**src/mem_pkg.sv**
```systemverilog
package mem_pkg;

    // ########################################################################
    // Widths
    // ########################################################################

    parameter int DATA_W = 32;  // Data and address word
    parameter int TAG_W  = 16;  // Instruction tag carried with each item
    parameter int SEG_W  = 16;  // Segment register value

    // ########################################################################
    // Micro-op field encodings
    // ########################################################################

    // Operand size
    typedef enum logic [1:0] {
        OPSIZE_B = 2'd0,  // 1 byte
        OPSIZE_W = 2'd1,  // 2 bytes
        OPSIZE_D = 2'd2   // 4 bytes
    } opsize_e;

    // Operand source
    typedef enum logic [1:0] {
        SRC_REG = 2'd0,
        SRC_SEG = 2'd1,
        SRC_IMM = 2'd2,
        SRC_MEM = 2'd3
    } src_e;

    // Destination kind
    typedef enum logic [1:0] {
        DEST_NONE = 2'd0,
        DEST_REG  = 2'd1,
        DEST_SEG  = 2'd2,
        DEST_MEM  = 2'd3
    } dest_e;

endpackage

```
**src/mem_data_ram.sv**
```systemverilog
`timescale 1ns/1ns

module mem_data_ram #(
    parameter int ADDR_W = 6
) (
    input  logic                        clk,
    input  logic                        rd_en_i,
    input  logic [ADDR_W-1:0]           rd_addr_i,
    input  logic                        wb_valid_i,
    input  logic [ADDR_W-1:0]           wb_addr_i,
    input  logic [mem_pkg::DATA_W-1:0]  wb_data_i,
    output logic [mem_pkg::DATA_W-1:0]  rd_data_o
);
    import mem_pkg::*;

    localparam int DEPTH = 1 << ADDR_W;

    logic [DATA_W-1:0] mem_q [0:DEPTH-1];
    logic [DATA_W-1:0] rd_data_q;

    // ########################################################################
    // Writeback port
    // ########################################################################

    // Full word per cycle, never refused
    always_ff @(posedge clk) begin
        if (wb_valid_i) begin
            mem_q[wb_addr_i] <= wb_data_i;
        end
    end

    // ########################################################################
    // Read port
    // ########################################################################

    // Sees the array before any write on the same edge
    always_ff @(posedge clk) begin
        if (rd_en_i) begin
            rd_data_q <= mem_q[rd_addr_i];
        end
    end

    assign rd_data_o = rd_data_q;

endmodule

```
**src/mem_rep_engine.sv**
```systemverilog
`timescale 1ns/1ns

module mem_rep_engine (
    input  logic                        clk,
    input  logic                        rst_i,
    input  logic                        valid_i,
    input  logic                        is_rep_i,
    input  logic                        dir_i,
    input  logic [mem_pkg::DATA_W-1:0]  addr_i,
    input  logic [mem_pkg::DATA_W-1:0]  count_i,
    input  logic [2:0]                  step_i,
    input  logic                        fwd_stall_i,
    output logic                        stall_o,
    output logic                        accept_o,
    output logic                        item_valid_o,
    output logic [mem_pkg::DATA_W-1:0]  item_addr_o,
    output logic                        advance_o
);
    import mem_pkg::*;

    logic              busy_q;   // Execute register occupied
    logic              rep_q;
    logic              dir_q;
    logic [2:0]        step_q;
    logic [DATA_W-1:0] addr_q;
    logic [DATA_W-1:0] cnt_q;    // Items left, including current one

    logic              last_item;
    logic              zero_rep;
    logic              load;
    logic [DATA_W-1:0] step_ext;
    logic [DATA_W-1:0] next_addr;

    // ########################################################################
    // Handshake
    // ########################################################################

    assign last_item = !rep_q || (cnt_q == DATA_W'(1));

    // Hold upstream until the last item leaves
    assign stall_o   = busy_q && (!last_item || fwd_stall_i);
    assign accept_o  = valid_i && !stall_o;

    // REP with nothing to do is taken but never occupies execute
    assign zero_rep  = is_rep_i && (count_i == '0);
    assign load      = accept_o && !zero_rep;

    assign advance_o = busy_q && !fwd_stall_i;

    // ########################################################################
    // String address stepping
    // ########################################################################

    assign step_ext  = DATA_W'(step_q);
    assign next_addr = dir_q ? (addr_q - step_ext) : (addr_q + step_ext);

    always_ff @(posedge clk) begin
        if (rst_i) begin
            busy_q <= 1'b0;
            rep_q  <= 1'b0;
            cnt_q  <= '0;
        end else if (load) begin
            // Also covers the last item leaving on this edge
            busy_q <= 1'b1;
            rep_q  <= is_rep_i;
            cnt_q  <= count_i;
        end else if (advance_o) begin
            if (last_item) begin
                busy_q <= 1'b0;
            end else begin
                cnt_q <= cnt_q - DATA_W'(1);
            end
        end
    end

    always_ff @(posedge clk) begin
        if (load) begin
            addr_q <= addr_i;
            dir_q  <= dir_i;
            step_q <= step_i;
        end else if (advance_o && !last_item) begin
            addr_q <= next_addr;  // Next element of the string
        end
    end

    assign item_valid_o = busy_q;
    assign item_addr_o  = addr_q;

endmodule

```
**src/mem_result.sv**
```systemverilog
`timescale 1ns/1ns

module mem_result (
    input  logic                        clk,
    input  logic                        rst_i,
    input  logic                        load_i,
    input  logic                        advance_i,
    input  logic                        item_valid_i,
    input  logic [mem_pkg::DATA_W-1:0]  item_addr_i,
    input  logic [mem_pkg::DATA_W-1:0]  rd_data_i,
    input  logic [mem_pkg::DATA_W-1:0]  byte_mask_i,
    input  mem_pkg::src_e               op1_sel_i,
    input  mem_pkg::src_e               op2_sel_i,
    input  logic [mem_pkg::DATA_W-1:0]  reg_i,
    input  logic [mem_pkg::SEG_W-1:0]   seg_i,
    input  logic [mem_pkg::DATA_W-1:0]  imm_i,
    input  logic                        dest_is_reg_i,
    input  logic                        dest_is_seg_i,
    input  logic                        dest_is_mem_i,
    input  logic [mem_pkg::TAG_W-1:0]   tag_i,
    input  logic                        fwd_stall_i,
    output logic                        valid_o,
    output logic [mem_pkg::TAG_W-1:0]   tag_o,
    output logic [mem_pkg::DATA_W-1:0]  mem_addr_o,
    output logic [mem_pkg::DATA_W-1:0]  op1_o,
    output logic [mem_pkg::DATA_W-1:0]  op2_o,
    output logic                        dest_is_reg_o,
    output logic                        dest_is_seg_o,
    output logic                        dest_is_mem_o,
    output logic [mem_pkg::DATA_W-1:0]  dest_addr_o
);
    import mem_pkg::*;

    // Micro-op fields, taken at accept since upstream moves on afterwards
    logic [TAG_W-1:0]  hold_tag;
    src_e              hold_op1_sel;
    src_e              hold_op2_sel;
    logic [DATA_W-1:0] hold_reg;
    logic [SEG_W-1:0]  hold_seg;
    logic [DATA_W-1:0] hold_imm;
    logic [DATA_W-1:0] hold_mask;
    logic [2:0]        hold_dest;  // {mem, seg, reg}

    // Result register
    logic              valid_q;
    logic [TAG_W-1:0]  tag_q;
    logic [DATA_W-1:0] addr_q;
    src_e              op1_sel_q;
    src_e              op2_sel_q;
    logic [DATA_W-1:0] reg_q;
    logic [SEG_W-1:0]  seg_q;
    logic [DATA_W-1:0] imm_q;
    logic [DATA_W-1:0] mask_q;
    logic [2:0]        dest_q;

    logic [DATA_W-1:0] mem_data;

    function automatic logic [DATA_W-1:0] pick_src(
        input src_e              sel,
        input logic [DATA_W-1:0] reg_val,
        input logic [SEG_W-1:0]  seg_val,
        input logic [DATA_W-1:0] imm_val,
        input logic [DATA_W-1:0] mem_val
    );
        case (sel)
            SRC_REG: pick_src = reg_val;
            SRC_SEG: pick_src = DATA_W'(seg_val);  // Zero extended
            SRC_IMM: pick_src = imm_val;
            default: pick_src = mem_val;
        endcase
    endfunction

    always_ff @(posedge clk) begin
        if (rst_i) begin
            hold_dest <= '0;
        end else if (load_i) begin
            hold_dest <= {dest_is_mem_i, dest_is_seg_i, dest_is_reg_i};
        end
    end

    always_ff @(posedge clk) begin
        if (load_i) begin
            hold_tag     <= tag_i;
            hold_op1_sel <= op1_sel_i;
            hold_op2_sel <= op2_sel_i;
            hold_reg     <= reg_i;
            hold_seg     <= seg_i;
            hold_imm     <= imm_i;
            hold_mask    <= byte_mask_i;
        end
    end

    // ########################################################################
    // Result stage, frozen under forward stall
    // ########################################################################

    always_ff @(posedge clk) begin
        if (rst_i) begin
            valid_q <= 1'b0;
            dest_q  <= '0;
        end else if (!fwd_stall_i) begin
            valid_q <= item_valid_i;  // Bubble when execute is empty
            if (advance_i) begin
                dest_q <= hold_dest;
            end
        end
    end

    always_ff @(posedge clk) begin
        if (advance_i) begin
            tag_q     <= hold_tag;
            addr_q    <= item_addr_i;
            op1_sel_q <= hold_op1_sel;
            op2_sel_q <= hold_op2_sel;
            reg_q     <= hold_reg;
            seg_q     <= hold_seg;
            imm_q     <= hold_imm;
            mask_q    <= hold_mask;
        end
    end

    // Align loaded word to the byte offset, then trim to size
    assign mem_data = (rd_data_i >> {addr_q[1:0], 3'b000}) & mask_q;

    assign op1_o = pick_src(op1_sel_q, reg_q, seg_q, imm_q, mem_data);
    assign op2_o = pick_src(op2_sel_q, reg_q, seg_q, imm_q, mem_data);

    assign valid_o       = valid_q;
    assign tag_o         = tag_q;
    assign mem_addr_o    = addr_q;
    assign dest_is_reg_o = dest_q[0];
    assign dest_is_seg_o = dest_q[1];
    assign dest_is_mem_o = dest_q[2];
    assign dest_addr_o   = dest_q[2] ? addr_q : '0;

endmodule

```
**src/mem_stage_top.sv**
```systemverilog
`timescale 1ns/1ns

module mem_stage_top #(
    parameter int ADDR_W = 6
) (
    input  logic                        clk,
    input  logic                        rst_i,
    // Micro-op in
    input  logic                        valid_i,
    input  mem_pkg::opsize_e            opsize_i,
    input  logic                        is_rep_i,
    input  logic                        dir_i,
    input  logic [mem_pkg::DATA_W-1:0]  addr_i,
    input  logic [mem_pkg::DATA_W-1:0]  count_i,
    input  logic [mem_pkg::DATA_W-1:0]  reg_i,
    input  logic [mem_pkg::SEG_W-1:0]   seg_i,
    input  logic [mem_pkg::DATA_W-1:0]  imm_i,
    input  mem_pkg::src_e               op1_sel_i,
    input  mem_pkg::src_e               op2_sel_i,
    input  mem_pkg::dest_e              dest_sel_i,
    input  logic [mem_pkg::TAG_W-1:0]   tag_i,
    output logic                        stall_o,
    // Writeback
    input  logic                        wb_valid_i,
    input  logic [mem_pkg::DATA_W-1:0]  wb_addr_i,
    input  logic [mem_pkg::DATA_W-1:0]  wb_data_i,
    // Item out
    output logic                        valid_o,
    output logic [mem_pkg::TAG_W-1:0]   tag_o,
    output logic [mem_pkg::DATA_W-1:0]  mem_addr_o,
    output logic [mem_pkg::DATA_W-1:0]  op1_o,
    output logic [mem_pkg::DATA_W-1:0]  op2_o,
    output logic                        dest_is_reg_o,
    output logic                        dest_is_seg_o,
    output logic                        dest_is_mem_o,
    output logic [mem_pkg::DATA_W-1:0]  dest_addr_o,
    input  logic                        fwd_stall_i
);
    import mem_pkg::*;

    logic [2:0]        step;
    logic [DATA_W-1:0] byte_mask;
    logic              dec_reg;
    logic              dec_seg;
    logic              dec_mem;
    logic              accept;
    logic              advance;
    logic              item_valid;
    logic [DATA_W-1:0] item_addr;
    logic [DATA_W-1:0] rd_data;

    mem_uop_decode u_decode (
        .opsize_i      (opsize_i),
        .dest_sel_i    (dest_sel_i),
        .step_o        (step),
        .byte_mask_o   (byte_mask),
        .dest_is_reg_o (dec_reg),
        .dest_is_seg_o (dec_seg),
        .dest_is_mem_o (dec_mem)
    );

    mem_rep_engine u_rep_engine (
        .clk          (clk),
        .rst_i        (rst_i),
        .valid_i      (valid_i),
        .is_rep_i     (is_rep_i),
        .dir_i        (dir_i),
        .addr_i       (addr_i),
        .count_i      (count_i),
        .step_i       (step),
        .fwd_stall_i  (fwd_stall_i),
        .stall_o      (stall_o),
        .accept_o     (accept),
        .item_valid_o (item_valid),
        .item_addr_o  (item_addr),
        .advance_o    (advance)
    );

    // Byte addresses to word index
    mem_data_ram #(
        .ADDR_W (ADDR_W)
    ) u_data_ram (
        .clk        (clk),
        .rd_en_i    (advance),
        .rd_addr_i  (item_addr[ADDR_W+1:2]),
        .wb_valid_i (wb_valid_i),
        .wb_addr_i  (wb_addr_i[ADDR_W+1:2]),
        .wb_data_i  (wb_data_i),
        .rd_data_o  (rd_data)
    );

    mem_result u_result (
        .clk           (clk),
        .rst_i         (rst_i),
        .load_i        (accept),
        .advance_i     (advance),
        .item_valid_i  (item_valid),
        .item_addr_i   (item_addr),
        .rd_data_i     (rd_data),
        .byte_mask_i   (byte_mask),
        .op1_sel_i     (op1_sel_i),
        .op2_sel_i     (op2_sel_i),
        .reg_i         (reg_i),
        .seg_i         (seg_i),
        .imm_i         (imm_i),
        .dest_is_reg_i (dec_reg),
        .dest_is_seg_i (dec_seg),
        .dest_is_mem_i (dec_mem),
        .tag_i         (tag_i),
        .fwd_stall_i   (fwd_stall_i),
        .valid_o       (valid_o),
        .tag_o         (tag_o),
        .mem_addr_o    (mem_addr_o),
        .op1_o         (op1_o),
        .op2_o         (op2_o),
        .dest_is_reg_o (dest_is_reg_o),
        .dest_is_seg_o (dest_is_seg_o),
        .dest_is_mem_o (dest_is_mem_o),
        .dest_addr_o   (dest_addr_o)
    );

endmodule

```
**src/mem_uop_decode.sv**
```systemverilog
`timescale 1ns/1ns

module mem_uop_decode (
    input  mem_pkg::opsize_e            opsize_i,
    input  mem_pkg::dest_e              dest_sel_i,
    output logic [2:0]                  step_o,
    output logic [mem_pkg::DATA_W-1:0]  byte_mask_o,
    output logic                        dest_is_reg_o,
    output logic                        dest_is_seg_o,
    output logic                        dest_is_mem_o
);
    import mem_pkg::*;

    // Address step and load mask per operand size
    always_comb begin
        case (opsize_i)
            OPSIZE_B: begin
                step_o      = 3'd1;
                byte_mask_o = DATA_W'(32'h0000_00ff);
            end
            OPSIZE_W: begin
                step_o      = 3'd2;
                byte_mask_o = DATA_W'(32'h0000_ffff);
            end
            default: begin  // Dword, unused code treated alike
                step_o      = 3'd4;
                byte_mask_o = '1;
            end
        endcase
    end

    // One-hot destination flags
    always_comb begin
        dest_is_reg_o = 1'b0;
        dest_is_seg_o = 1'b0;
        dest_is_mem_o = 1'b0;
        case (dest_sel_i)
            DEST_REG: dest_is_reg_o = 1'b1;
            DEST_SEG: dest_is_seg_o = 1'b1;
            DEST_MEM: dest_is_mem_o = 1'b1;
            default:  ;  // No destination
        endcase
    end

endmodule

```
**config.mk**
```make
export PLATFORM = sky130hd
export DESIGN_NAME = mem_stage_top
export DESIGN_NICKNAME = d
export VERILOG_FILES = /design/src/mem_pkg.sv /design/src/mem_data_ram.sv /design/src/mem_rep_engine.sv /design/src/mem_result.sv /design/src/mem_stage_top.sv /design/src/mem_uop_decode.sv
export SDC_FILE = /design/constraint.sdc
export NUM_CORES = 2
export LEC_CHECK = 0
export ABC_AREA = 0
export BUFFER_PORTS_ARGS = -buffer_cell sky130_fd_sc_hd__buf_2
export CAP_MARGIN = 20
export CORE_MARGIN = 2
export CORE_UTILIZATION = 40
export CTS_BUF_LIST = sky130_fd_sc_hd__clkbuf_4 sky130_fd_sc_hd__clkbuf_8
export CTS_CLUSTER_SIZE = 8
export DETAILED_ROUTE_END_ITERATION = 7
export SLEW_MARGIN = 15
export SYNTH_ARGS = -nofsm -noshare
export SYNTH_HDL_FRONTEND = slang
export SYNTH_SLANG_ARGS = --single-unit
```
**constraint.sdc**
```tcl
create_clock -name clk -period 9.4 [get_ports clk]
set_input_delay 0.94 -clock clk [delete_from_list [all_inputs] [get_ports clk]]
set_output_delay 0.94 -clock clk [all_outputs]
set_load 0.01 [all_outputs]
```
; Word-level counts from Yosys, hierarchy flattened
; Memory sizes are Yosys's and may differ from the RTL's. A register that Yosys moved wholly into a read port is not among the register bits.
; Index checks and enable logic that the tools add are counted.
[classes]
addsub = 3
eq_ne = 10
shift = 1
muxes = 19
bitwise_logic = 2
n_reduce_logical = 23
[ops]
columns = cell, n
row1 = 32-bit two-way mux, 7
row2 = 32-bit case mux with 3 select lines, 2
row3 = 32-bit case mux with 2 select lines, 1
row4 = 32-bit by 3-bit adder with 32-bit output, 1
row5 = 32-bit bitwise AND, 1
row6 = 32-bit by 1-bit == test with 1-bit output (second input constant), 1
row7 = 32-bit zero test, 1
row8 = 32-bit by 5-bit >> shifter with 32-bit output, 1
row9 = 32-bit by 1-bit subtractor with 32-bit output (second input constant), 1
row10 = 32-bit by 3-bit subtractor with 32-bit output, 1
row11 = 2-bit by 1-bit == test with 1-bit output (second input constant), 4
row12 = 2-bit == test (second input constant), 4
row13 = 1-bit two-way mux, 8
row14 = 1-bit logical AND, 6
row15 = 2-bit zero test, 3
row16 = 3-bit case mux with 2 select lines, 1
row17 = 2-bit AND reduction, 3
row18 = 2-bit nonzero test, 3
row19 = 1-bit zero test, 5
row20 = 1-bit logical OR, 2
row21 = 2-bit inequality test (second input constant), 1
row22 = 1-bit inverter, 1
[totals]
ff_bits = 373
ramBits = 2048
in_bits = 239
elab_cells = 83
mem_count = 1
[memory_table]
columns = name, depth, word_bits, read_ports, rd_ports_with_merged_regs, write_ports, line
row1 = u_data_ram.mem_q, 64, 32, 1, 1, 1, mem_data_ram.sv:18  ; logic [DATA_W-1:0] mem_q [0:DEPTH-1];

; Longest topological paths before layout
[logic_depth]
word_depth = 10
mapped_depth = 14
mapped_depth_nobuf = 13

; Modules after synthesis
; From an unflattened synthesis, not the netlist that was laid out.
[unflattened]
cells_unflattened = 4633
hier_area_um2 = 95978.3
[modules_own_cells]
columns = mod, instances, cells_per_inst, area_each_um2
row1 = mem_data_ram, 1, 3324, 78835.6
row2 = mem_result, 1, 662, 11745.0
row3 = mem_rep_engine, 1, 608, 5122.4
row4 = mem_uop_decode, 1, 39, 275.3

; Worst setup path after synthesis
; OpenSTA, ideal clock, no wires.
[synth_path]
path_kind = in2reg
start = input fwd_stall_i
end = register u_rep_engine.cnt_q[30]
t_arrival_ns = 7.579
path_slack_ns = 1.689
cell_stages = 8
path_cell_list = nor2b_1 > clkbuf_1 > nand3_1 > nor3_2 > nand2_1 > or4_1 > nand3_1 > a21oi_1
[synth_between]
word_cells_on_any_way = 11
cone_classes = eq/ne: 1 / mux: 1 / reduce/logical: 9
[synth_rtl]
columns = item, line
row1 = start: declaration, mem_stage_top.sv:37  ; input logic fwd_stall_i
row2 = 1-bit zero test, --
row3 = 1-bit logical AND, mem_rep_engine.sv:48  ; assign advance_o = busy_q && !fwd_stall_i;
row4 = named net advance, mem_stage_top.sv:47  ; logic advance;
row5 = 2-bit nonzero test (no line), --
row6 = 2-bit AND reduction (no line), --
row7 = end signal: assignment, mem_rep_engine.sv:66  ; cnt_q <= count_i;
row8 = end signal: assignment, mem_rep_engine.sv:71  ; cnt_q <= cnt_q - DATA_W'(1);
row9 = end: declaration, mem_rep_engine.sv:26  ; logic [DATA_W-1:0] cnt_q;
; The timed path passes the listed nets, and every way through them passes these cells.
; A chain may end at the register's enable or synchronous reset.

; Worst setup path in the final report
[layout_path]
start = register u_rep_engine.cnt_q[2]
end = register u_rep_engine.addr_q[31] (netlist: u_rep_engine.item_addr_o[31]) (data pin)
[layout_between]
elab_chain_len = 9
[layout_lines]
columns = item, line
row1 = 32-bit by 1-bit == test with 1-bit output, mem_rep_engine.sv:38  ; assign last_item = !rep_q || (cnt_q == DATA_W'(1));
row2 = 1-bit logical OR, mem_rep_engine.sv:38
row3 = 1-bit zero test, mem_rep_engine.sv:41  ; assign stall_o = busy_q && (!last_item || fwd_stall_i);
row4 = 1-bit logical OR, mem_rep_engine.sv:41
row5 = 1-bit logical AND, mem_rep_engine.sv:41
row6 = 1-bit zero test, mem_rep_engine.sv:42  ; assign accept_o = valid_i && !stall_o;
row7 = 1-bit logical AND, mem_rep_engine.sv:42
row8 = named net accept, mem_stage_top.sv:46  ; logic accept;
row9 = 1-bit logical AND, mem_rep_engine.sv:46  ; assign load = accept_o && !zero_rep;
row10 = 32-bit two-way mux, mem_rep_engine.sv:77  ; if (load) begin
row11 = end signal: assignment, mem_rep_engine.sv:78  ; addr_q <= addr_i;
row12 = end signal: assignment, mem_rep_engine.sv:82  ; addr_q <= next_addr;
row13 = end: declaration, mem_rep_engine.sv:25  ; logic [DATA_W-1:0] addr_q;
; The timed path passes the listed nets, and every way through them passes these cells.

==> qor.csv <==
metric,value,unit
status,"finished, final reports clean",
p_sw,5.74,mW
postRouteAntennaNets,0,
r2r_slack,4.67,ns
post-route-period-util,50.4,%
die_h,487,µm
crit_end,u_rep_engine.item_addr_o[31]$_DFFE_PP_,
post-route-min-period,4.73,ns
whs,0.0856,ns
area_growth,15.6,%
drc,0,
final_common_cell,edfxtp_1,
finalPower,23.6,mW
mostFrequentLayoutCells,"2352 x edfxtp_1, 701 x mux4_2, 406 x clkbuf_8, 350 x buf_2, 137 x clkbuf_4",
groute.usage.overall,19.8,%
cts_made_buffers,400,
dominantRegCellSynth,edfxtp_1,
r2r_end,u_rep_engine.item_addr_o[31]$_DFFE_PP_,
hp-class,input port to flip-flop,
cts_sinks,2393,
vias_per_cell,5.63,
async_flop_share,0,%
antenna_found_initial,29,
fin_skew,0.0499,ns
wl,238000,µm
hold_viol_final,0,
cts-root-buf,clkbuf_8,
synth_edf_count,2352,
drtIter0Drc,4957,
place_congestion,0.829,
clkTransAtPathRegs,0.06,ns
pwr-share-seq,51.0,%
max_freq,0.211,GHz
ys_seq_elements,2393,
ys_warn_count,0,
wire_per_inst,29.1,µm
pwr-share-comb,13.2,%
p_clk_share,35.8,%
syn_inst,4117,
worst_slack,4.67,ns
cts_tree,built,
grt_first_pass_wirelength,338000,µm
synth_area_leaders,"edfxtp_1 76%, mux4_2 17%, dfxtp_1 0.88%",
core-area,232000,µm²
cp-start-kind,flip-flop,
largest_reg_flops,2048,
final_nets,5153,
cts_buffer_depth,4,
max_cap_viol_count,0,
h-tree-depth,5,
setup-tns-final,0,ns
synth_top_area_cell,edfxtp_1,
clk_latency,1.07,ns
cts_setup_buffers,0,
netlist.area_leader.share,75.8,%
fillCellCount,19200,
place_ws,4.63,ns
relSlewSlack,28.8,%
setup_viol,0,
syn_area,93200,µm²
dieArea,237000,µm²
drv_slew,0,
detailed_place_hpwl,130000,µm
peakVddDrop,0.160,mV
core.rowCount,177,
reg2reg_depth,12,
cp.required,10.19,ns
worstPathMaxFanout,69,
p_int,17.9,mW
critPathArrivalTime,5.52,ns
first_global_vias,46800,
vias,46200,
die_w,487,µm
overflow,0,
synth.yosys.seq_area_share,76.7,%
top_register,u_data_ram.mem_q,
final_layout_size_suffix_gt1_share,36.0,%
synthDistinctLibCells,65,
grt_max_degree,146,
drtPass1Iterations,5,
switching_share,24.3,%
syn_area_per_cell,22.6,µm²
timing_worst_setup_path_type,flip-flop to flip-flop,
port_buffers,361,
crit_start,u_rep_engine.cnt_q[2]$_SDFFE_PP0P_,
endpoint_kind,flip-flop,
rsz0062_at_grt,no,
initial_utilization,40.1,%
p_leak,34.4,nW
io_pins,388,
syn_nets,4395,
max_slew.worst_pin.slew,1.04,ns
r2r_start,u_rep_engine.cnt_q[2]$_SDFFE_PP0P_,
p_per_area,219,nW/µm²
==> layout make-up <==
cell class | instances | area (µm²) | share of cell area, %
sequential | 2393 | 71400 | 66.3
multi-input combinational | 1494 | 21300 | 19.8
clock buffer | 543 | 6620 | 6.14
timing repair buffer | 568 | 3960 | 3.68
tap | 3043 | 3810 | 3.53
clock inverter | 115 | 494 | 0.459
inverter | 18 | 72.6 | 0.0674
antenna | 17 | 42.5 | 0.0395
==> routing by layer <==
layer | share of wire [%] | wire length [µm] | track usage, % | up-vias
li1 | - | - | - | 19000
met3 | 8.5 | 20300 | 4.23 | 371
met2 | 47 | 112000 | 31.1 | 1960
met4 | 2.3 | 5360 | 5.24 | 10
met1 | 42 | 99800 | 28.3 | 24800
met5 | 0.029 | 68 | 0 | -
==> critical path, cell delays in order, from the launching register on <==
cell,delay (ns)
dfxtp_1,0.34
or4_1,0.67
or4_4,0.56
o41a_1,0.45
o21ai_2,0.21
nand2_2,0.12
clkinv_4,0.37
nand2_4,0.61
inv_2,0.18
buf_4,0.60
nor3_1,0.11
mux2i_1,0.18
nand2_1,0.07
==> power by group through the flow <==
stage / clock network (mW) / logic, mW / registers (mW)
finish: 8.46 / 3.11 / 12.0
global route: 9.09 / 3.31 / 12.0
CTS: 8.64 / 3.12 / 12.0
detailed placement: 0 / 3.08 / 12.3
global placement: 0 / 3.05 / 12.3
floorplan: 0 / 1.99 / 12.2
==> synthesized netlist by cell type, drive strengths merged, types with 6 or more instances <==
master  count
nor4       16
clkbuf    143
or3        10
inv        17
buf        69
mux4      701
o211ai      7
or4         7
and2       44
a31oi       8
nor2b      19
o21a        7
nand3      24
ha         38
nor2      137
o22ai      18
xnor2      29
mux2i      57
a22oi       6
xor2       14
nand3b      6
a211oi     24
a21oi      62
a21o       15
nand2     103
edfxtp   2352
o31ai       8
o21ai      56
nand4       7
nor3       25
nand2b      8
dfxtp      41
==> worst min-delay path by stage <==
stage	start	to	slack, ns	cells past startpoint
after floorplan	u_result.hold_imm[0]$_DFFE_PP_	u_result.imm_q[0]$_DFFE_PP_	0.40	0
after global placement	u_result.hold_reg[24]$_DFFE_PP_	u_result.reg_q[24]$_DFFE_PP_	0.40	0
after detailed placement	u_result.hold_imm[26]$_DFFE_PP_	u_result.imm_q[26]$_DFFE_PP_	0.40	0
after CTS	op2_sel_i[1]	u_result.hold_op2_sel[1]$_DFFE_PP_	0.0005	1
after global routing	seg_i[1]	u_result.hold_seg[1]$_DFFE_PP_	0.02	1
final	reg_i[10]	u_result.hold_reg[10]$_DFFE_PP_	0.09	1
==> cell families after synthesis <==
group	Yosys count	synth area share, %
simple gates	415	2.15
compound gates	236	1.66
fa+ha+maj	39	0.532
mux	761	17.6
buf+inv	230	0.974
xor+xnor	43	0.404
flops	2393	76.7
==> through the flow <==
stage	instance area, µm²	utilization [%]	instances
after global routing	108000	46.4	8182
after CTS	107000	46.2	8156
final	108000	46.4	8191
after global placement	99300	42.8	7411
after floorplan	93200	-	4117
after detailed placement	99300	42.8	7411
==> what timing repair did <==
| item | CTS | global route |
|---|---|---|
| setup endpoints to repair | 0 | 0 |
| hold buffers | 87 | 0 |
| gates resized for setup | 0 | 0 |
| hold endpoints to repair | 87 | 0 |
Power figures use the tool's default switching activity.
